$ cat src/cpu_defs.svh
`ifndef CPU_DEFS_SVH
`define CPU_DEFS_SVH

// primary opcodes
`define OP_RTYPE 6'h00
`define OP_J     6'h02
`define OP_BEQ   6'h04
`define OP_ADDIU 6'h09
`define OP_LW    6'h23
`define OP_SW    6'h2b

// funct codes under OP_RTYPE
`define FN_ADDU 6'h21
`define FN_SUBU 6'h23
`define FN_AND  6'h24
`define FN_OR   6'h25
`define FN_SLT  6'h2a

// memory size in words
`define MEM_DEPTH 256

// cycles enabled before MOC is raised
`define MEM_WAIT 2

`endif

$ cat src/cpuPkg.sv
`default_nettype none

package cpuPkg;

  // one data or instruction word
  typedef logic [31:0] word_t;

  // register file index
  typedef logic [4:0] regAddr_t;

  // opcode or funct field
  typedef logic [5:0] opcode_t;

  // word address into the 256-word memory
  typedef logic [7:0] memAddr_t;

  // alu operation select
  typedef enum logic [2:0] {
    ADD,
    SUB,
    AND,
    OR,
    SLT
  } aluOp_t;

  // multicycle control states
  typedef enum logic [3:0] {
    Idle,
    FetchAddr,
    FetchRead,
    FetchWait,
    Decode,
    Execute,
    MemAddr,
    MemWait,
    WriteBack,
    Retire
  } ctrlState_t;

endpackage

`default_nettype wire

$ cat src/controlUnit.sv
`timescale 1ns/10ps
`default_nettype none

`include "cpu_defs.svh"

module controlUnit (
  input  wire              Load,
  input  wire              reset,
  input  cpuPkg::opcode_t  opCode,
  input  cpuPkg::opcode_t  funct,
  input  wire              zero,
  input  wire              MOC,
  output logic             memEnable,
  output logic             RW,
  output logic             irLoad,
  output logic             pcLoad,
  output logic             npcLoad,
  output logic             marLoad,
  output logic             mdrLoad,
  output logic             mdrSource,
  output logic             pcSelect,
  output logic             immediate,
  output logic             rfSource,
  output logic             regWrite,
  output logic             jump,
  output logic             branch,
  output logic [1:0]       aluSrc,
  output cpuPkg::aluOp_t   aluCode,
  output logic             retired
);

  cpuPkg::ctrlState_t state;
  cpuPkg::ctrlState_t nextState;
  cpuPkg::aluOp_t     rtypeOp;
  logic               rtypeKnown;
  logic               isRtype;
  logic               isAddiu;
  logic               isLw;
  logic               isSw;
  logic               isBeq;
  logic               isJ;
  logic               branchTaken;

  // funct decode for the supported R-type set
  always_comb begin
    rtypeKnown = 1'b1;
    case (funct)
      `FN_ADDU: rtypeOp = cpuPkg::ADD;
      `FN_SUBU: rtypeOp = cpuPkg::SUB;
      `FN_AND:  rtypeOp = cpuPkg::AND;
      `FN_OR:   rtypeOp = cpuPkg::OR;
      `FN_SLT:  rtypeOp = cpuPkg::SLT;
      default: begin
        rtypeOp    = cpuPkg::ADD;
        rtypeKnown = 1'b0;
      end
    endcase
  end

  // unsupported funct falls through as a no-op
  assign isRtype = (opCode == `OP_RTYPE) && rtypeKnown;
  assign isAddiu = (opCode == `OP_ADDIU);
  assign isLw    = (opCode == `OP_LW);
  assign isSw    = (opCode == `OP_SW);
  assign isBeq   = (opCode == `OP_BEQ);
  assign isJ     = (opCode == `OP_J);

  always_ff @(posedge Load) begin
    if (reset) begin
      state       <= cpuPkg::Idle;
      branchTaken <= 1'b0;
    end else begin
      state <= nextState;
      // compare result, consumed in Retire
      if (state == cpuPkg::Execute) begin
        branchTaken <= zero;
      end
    end
  end

  always_comb begin
    nextState = state;
    memEnable = 1'b0;
    RW        = 1'b0;
    irLoad    = 1'b0;
    pcLoad    = 1'b0;
    npcLoad   = 1'b0;
    marLoad   = 1'b0;
    mdrLoad   = 1'b0;
    mdrSource = 1'b0;
    pcSelect  = 1'b0;
    immediate = 1'b0;
    rfSource  = 1'b0;
    regWrite  = 1'b0;
    jump      = 1'b0;
    branch    = 1'b0;
    aluSrc    = 2'd0;
    aluCode   = cpuPkg::ADD;
    retired   = 1'b0;
    case (state)
      cpuPkg::Idle: begin
        nextState = cpuPkg::FetchAddr;
      end
      cpuPkg::FetchAddr: begin
        // pc into mar
        pcSelect  = 1'b1;
        marLoad   = 1'b1;
        nextState = cpuPkg::FetchRead;
      end
      cpuPkg::FetchRead: begin
        memEnable = 1'b1;
        nextState = cpuPkg::FetchWait;
      end
      cpuPkg::FetchWait: begin
        // hold the read until MOC
        memEnable = 1'b1;
        if (MOC) begin
          irLoad    = 1'b1;
          nextState = cpuPkg::Decode;
        end
      end
      cpuPkg::Decode: begin
        // npc = pc + 1
        aluSrc    = 2'd2;
        npcLoad   = 1'b1;
        nextState = cpuPkg::Execute;
      end
      cpuPkg::Execute: begin
        if (isRtype) begin
          aluCode   = rtypeOp;
          nextState = cpuPkg::WriteBack;
        end else if (isAddiu) begin
          aluSrc    = 2'd1;
          immediate = 1'b1;
          nextState = cpuPkg::WriteBack;
        end else if (isLw || isSw) begin
          // effective address into mar, store data into mdr
          aluSrc    = 2'd1;
          immediate = 1'b1;
          marLoad   = 1'b1;
          mdrLoad   = isSw;
          nextState = cpuPkg::MemAddr;
        end else if (isBeq) begin
          aluCode   = cpuPkg::SUB;
          nextState = cpuPkg::Retire;
        end else begin
          nextState = cpuPkg::Retire;
        end
      end
      cpuPkg::MemAddr: begin
        memEnable = 1'b1;
        RW        = isSw;
        nextState = cpuPkg::MemWait;
      end
      cpuPkg::MemWait: begin
        memEnable = 1'b1;
        RW        = isSw;
        if (MOC) begin
          if (isLw) begin
            mdrLoad   = 1'b1;
            mdrSource = 1'b1;
            nextState = cpuPkg::WriteBack;
          end else begin
            nextState = cpuPkg::Retire;
          end
        end
      end
      cpuPkg::WriteBack: begin
        regWrite = 1'b1;
        if (isLw) begin
          rfSource  = 1'b1;
          immediate = 1'b1;
        end else if (isAddiu) begin
          aluSrc    = 2'd1;
          immediate = 1'b1;
        end else begin
          aluCode = rtypeOp;
        end
        nextState = cpuPkg::Retire;
      end
      cpuPkg::Retire: begin
        retired = 1'b1;
        pcLoad  = 1'b1;
        if (isJ) begin
          jump = 1'b1;
        end else if (isBeq && branchTaken) begin
          // target = npc + offset
          branch = 1'b1;
          aluSrc = 2'd3;
        end
        nextState = cpuPkg::FetchAddr;
      end
      default: begin
        nextState = cpuPkg::Idle;
      end
    endcase
  end

endmodule

`default_nettype wire

$ cat config.mk
export PLATFORM = sky130hd
export DESIGN_NAME = controlUnit
export DESIGN_NICKNAME = d
export VERILOG_FILES = /design/src/cpuPkg.sv /design/src/controlUnit.sv
export VERILOG_INCLUDE_DIRS = /design/src /design/src/src
export SDC_FILE = /design/constraint.sdc
export NUM_CORES = 1
export LEC_CHECK = 0
export BUFFER_PORTS_ARGS = -buffer_cell sky130_fd_sc_hd__buf_4
export CAP_MARGIN = 25
export CORE_MARGIN = 3
export CORE_UTILIZATION = 47
export DETAILED_ROUTE_END_ITERATION = 8
export PLACE_DENSITY = 0.86
export SKIP_CTS_REPAIR_TIMING = 1
export SLEW_MARGIN = 5
export SYNTH_ARGS = -nofsm -noshare
export SYNTH_HDL_FRONTEND = slang
export SYNTH_SLANG_ARGS = --single-unit
$ cat constraint.sdc
create_clock -name Load -period 2 [get_ports Load]
set_input_delay 0.2 -clock Load [delete_from_list [all_inputs] [get_ports Load]]
set_output_delay 0.2 -clock Load [all_outputs]
set_load 0.02 [all_outputs]
=== After elaboration in Yosys (flattened, before gate mapping) ===
Cells that the tools add are included.

* Shift-type cells: 0
* Reductions and logical operators: 10
* Bitwise gates (word level): 0
* Add/subtract/negate cells: 0
* Eq/ne operators: 21
* Magnitude comparators: 0
* Multiply operators: 0
* Div/mod/pow operators: 0
* Muxes and demuxes: 54

{| class="wikitable"
|+ Operator list
! cell !! number
|-
| $eq 6x6->1 const B || 7
|-
| $mux 1 || 37
|-
| $pmux 4 s9 || 1
|-
| $mux 4 || 5
|-
| $eq 4x3->1 const B || 4
|-
| $pmux 3 s4 || 1
|-
| $mux 3 || 3
|-
| $eq 4x2->1 const B || 2
|-
| $eq 4x4->1 const B || 2
|-
| $pmux 2 s4 || 1
|-
| $eq 6x2->1 const B || 1
|-
| $eq 6x3->1 const B || 1
|-
| $eq 6x4->1 const B || 1
|-
| $logic_not 6->1 || 1
|-
| $pmux 1 s2 || 3
|-
| $pmux 3 s2 || 1
|-
| $reduce_or 5->1 || 1
|-
| $eq 4x1->1 const B || 1
|-
| $logic_not 4->1 || 1
|-
| $mux 2 || 2
|-
| $ne 2x2->1 const B || 2
|-
| $reduce_or 2->1 || 2
|-
| $reduce_or 4->1 || 1
|-
| $logic_and 1x1->1 || 2
|-
| 2 further kinds || 2
|}

* Input bits: 16
* Bits in registers: 5
* Memory bits (read-only): 0
* Bits in writable memories: 0
* Output and inout port bits: 20
* Word-level logic and storage cells: 87
* Memories: 0
* Latch bits: 0

=== Longest topological paths before layout ===
* Word-level depth: 6
* Mapped depth: 5
* Mapped depth without buffers: 5

=== Worst setup path after synthesis ===
No wires, ideal clock.

* Path type: reg2out
* Start: register state[1]
* End: output port mdrSource
* Data required time: 1.800 ns
* Cell stages (with the launch flop): 4
* Buffers on the path: 0
* Arrival: 1.641 ns
* Path slack: 0.159 ns
* Cell sequence: dfxtp_1 nor2b_1 nand2_1 nor4_1

* Word-level cells in the longest chain between the ends: 2

{| class="wikitable"
|+ Ends and longest elaborated chain
! item !! RTL line !! RTL
|-
| start: declaration || controlUnit.sv:32 || <nowiki>cpuPkg::ctrlState_t state;</nowiki>
|-
| start signal: assignment || controlUnit.sv:70 || <nowiki>state <= cpuPkg::Idle;</nowiki>
|-
| start signal: assignment || controlUnit.sv:73 || <nowiki>state <= nextState;</nowiki>
|-
| $eq 4x3->1 || controlUnit.sv:100 || <nowiki>case (state)</nowiki>
|-
| $mux 1 || controlUnit.sv:100 ||
|-
| end: declaration || controlUnit.sv:20 || <nowiki>output logic mdrSource,</nowiki>
|}

No other way between the ends.

=== Worst setup path in the final report ===
* Start: register state[1]
* End: output port aluCode[0]

* Word-level cells in the longest chain between the ends: 2
* Elaborated cells between the ends (all ways): 3
* Classes of those cells: 2 x eq/ne; 1 x mux

{| class="wikitable"
|+ Ends and longest elaborated chain
! item !! RTL line !! RTL
|-
| $eq 4x4->1 / $eq 4x3->1 (equally long branches) || controlUnit.sv:100 ||
|-
| $pmux 3 s2 (*) || controlUnit.sv:100 ||
|-
| end: declaration || controlUnit.sv:28 || <nowiki>output cpuPkg::aluOp_t aluCode,</nowiki>
|}

Mark *: on every way between the ends. The rest lies on a longest branch, timed or not.

==> reports/results.txt <==
status: finished clean
Die W: 43.9 um
Crit Path Class: register to output pin
share of flip-flops with an asynchronous set or reset: 0%
WHS Endpoint: branchTaken
syn nets: 108
# nets final: 147
Vias per Instance: 5.48
Tmin final: 1910 ps
YS warnings: 0
CTS tree: done
clock sinks: 5
starting density of the core: 51.2%
Critical Path End Type: output pin
Rel. slew slack: 80.9%
Seq pwr share: 31.4%
Max Buffers Root-to-Sink: 2
largest net degree at the start of global routing: 16
TritonRoute pass-1 iters: 4
GP Congestion: 0.871
H-tree depth: 1
fin cells: 145
CTS clk-pin slew, worst paths: 40 ps
CTS Root Cell: clkbuf_4
Least-Margin Pin Slew: 286 ps
Cell Int Power: 241 uW
worst hold path startpoint: reset
Peak VDD IR: 0.478 mV
first-pass GRT wire length: 2980 um
Top FF cell, synth: dfxtp_1
final WL: 1910 um
Setup Skew: 0.287 ps
FP Rows: 13
Startpoint Class: register
final setup vio count: 0
Psw: 122 uW
Post-synth EDFFs: 0
Initial DRC Count: 14
max capacitance violation total: 0
Final Hold Viols: 0
Via Count: 795
DRC: 0
vias in the first global route: 735
I/O Buffers: 35
Gate power share: 37.6%
cts bufs inserted: 3
static leakage: 0.000432 uW
commonest cells after routing, fill and taps aside: buf_4, nand2_1, nand2b_1, a21oi_1, nor2_1
fin util: 76.4%
layout cells sized above 1: 45.4%
die area: 1930 sq um
R2R depth: 5
num ports: 36
Power Dens Cells: 360 nW/um^2
Gate Count Post-Synth: 92
Die Y: 43.9 um
final max-slew violation count: 0
Synth Register Bits: 5
register area share after synthesis: 14.8%
most common cell after layout, fill and taps aside: buf_4
r2r endpoint: state[1]
Total Power: 362 uW
Netlist cell types: 41
DP HPWL: 1520 um
Final Cycle Share: 95.4%
CP max FO: 5
post-route ant nets: 0
mapped cell area: 674 sq um
global-route usage over all layers: 19.2%
Hold Crit Depth: 2
share of total power in the clock network: 31.1%
syn avg cell area: 7.33 sq um
FF-to-FF Start: state[3]
Skew-Pair Late Insertion Delay: 240 ps
fmax: 524 MHz
WP data arrival: 1710 ps
area delta synth->final: 49.2%
worst hold path class: input pin to register
Critical Path RT: 1800 ps
# diodes: 0
Core ar.: 1320 sq um
initial antenna violation count: 0
Inst Count DP: 139
drt wl/cell: 13.2 um
grt total ovfl: 0
Net Sw Frac: 33.5%
R2R Setup Slk: 580 ps
## synthesized netlist by cell type (2+ instances only)
library cell  instances  area share [%]
o21ai_0               2             1.5
a21oi_1               7             5.2
nand2b_1              7             6.5
nor3b_1               2             2.2
mux2i_1               3             4.5
inv_1                 3             1.7
nand3_1               4             3.0
nor3b_2               2             3.7
dfxtp_1               5              15
nor3_1                4             3.0
nor2_1                5             2.8
nor4_1                3             2.8
nor2b_1               4             3.7
clkbuf_1              3             1.7
a211oi_1              2             2.2
buf_2                 2             1.5
nand2_1              10             5.6
## critical path, cell delays in order, from the launching register on
cell      delay (ps)
dfxtp_1          310
nor2_2           150
nand3b_1         200
o32a_4           420
o31ai_2          220
buf_4            170
## per-layer routing
| layer | vias to the layer above | wire length, um | part of all wire [%] | global-route usage [%] |
|---|---|---|---|---|
| met1 | 349 | 865 | 45 | 27.6 |
| met2 | 28 | 915 | 48 | 31.7 |
| met5 | - | 0 | 0 | 0 |
| met4 | 0 | 0 | 0 | 3.61 |
| met3 | 0 | 129 | 6.8 | 0.830 |
| li1 | 418 | - | - | - |
## worst max path at each step
stage,startpoint,end,slack (ps),depth (start not counted)
after floorplan,state[1],mdrSource,160,3
after global placement,state[3],aluCode[0],280,4
after global routing,state[1],aluCode[0],-4,5
after CTS,state[3],aluCode[0],-40,4
after detailed placement,state[3],aluCode[0],230,4
final,state[1],aluCode[0],90,5
## area by class of cell
class / count / area, sq um
flip-flops and latches: 5 / 103
repair buffers: 40 / 300
fillers: 108 / 312
well taps: 15 / 18.8
inverters: 3 / 11.3
clock buffers: 3 / 22.5
clock inverters: 1 / 5.00
multi-input cells: 78 / 546
## registers in the layout, indices dropped and copies added (netlist names)
signal,flops
state,4
branchTaken,1
## cells by family after synthesis
| family | after synthesis | share of synthesized area [%] |
|---|---|---|
| buffers and inverters | 9 | 5.94 |
| AO/OA/AOI/OAI | 21 | 23.0 |
| AND/OR/NAND/NOR | 53 | 50.5 |
| XOR/XNOR | 1 | 1.30 |
| flip-flops | 5 | 14.8 |
| multiplexers | 3 | 4.45 |
## power by group through the flow
stage | combinational, uW | clock, uW | sequential, uW
6_report | 136 | 113 | 114
5_1_grt | 149 | 122 | 114
4_1_cts | 135 | 119 | 113
3_5_place_dp | 135 | 0 | 115
3_3_place_gp | 132 | 0 | 114
2_1_floorplan | 75.3 | 0 | 112
## metrics by stage
| step | TNS, ps | area [sq um] | hold slack, ps | setup WS [ps] |
|---|---|---|---|---|
| after global routing | -4.26 | 1010 | 148 | -4.26 |
| after CTS | -35.8 | 977 | 144 | -35.8 |
| final | 0 | 1010 | 150 | 91.2 |
| after detailed placement | 0 | 950 | 400 | 229 |
| after global placement | 0 | 950 | 389 | 276 |
| after floorplan | 0 | 674 | 272 | 159 |
No activity file was read; power rests on OpenSTA's default activity.
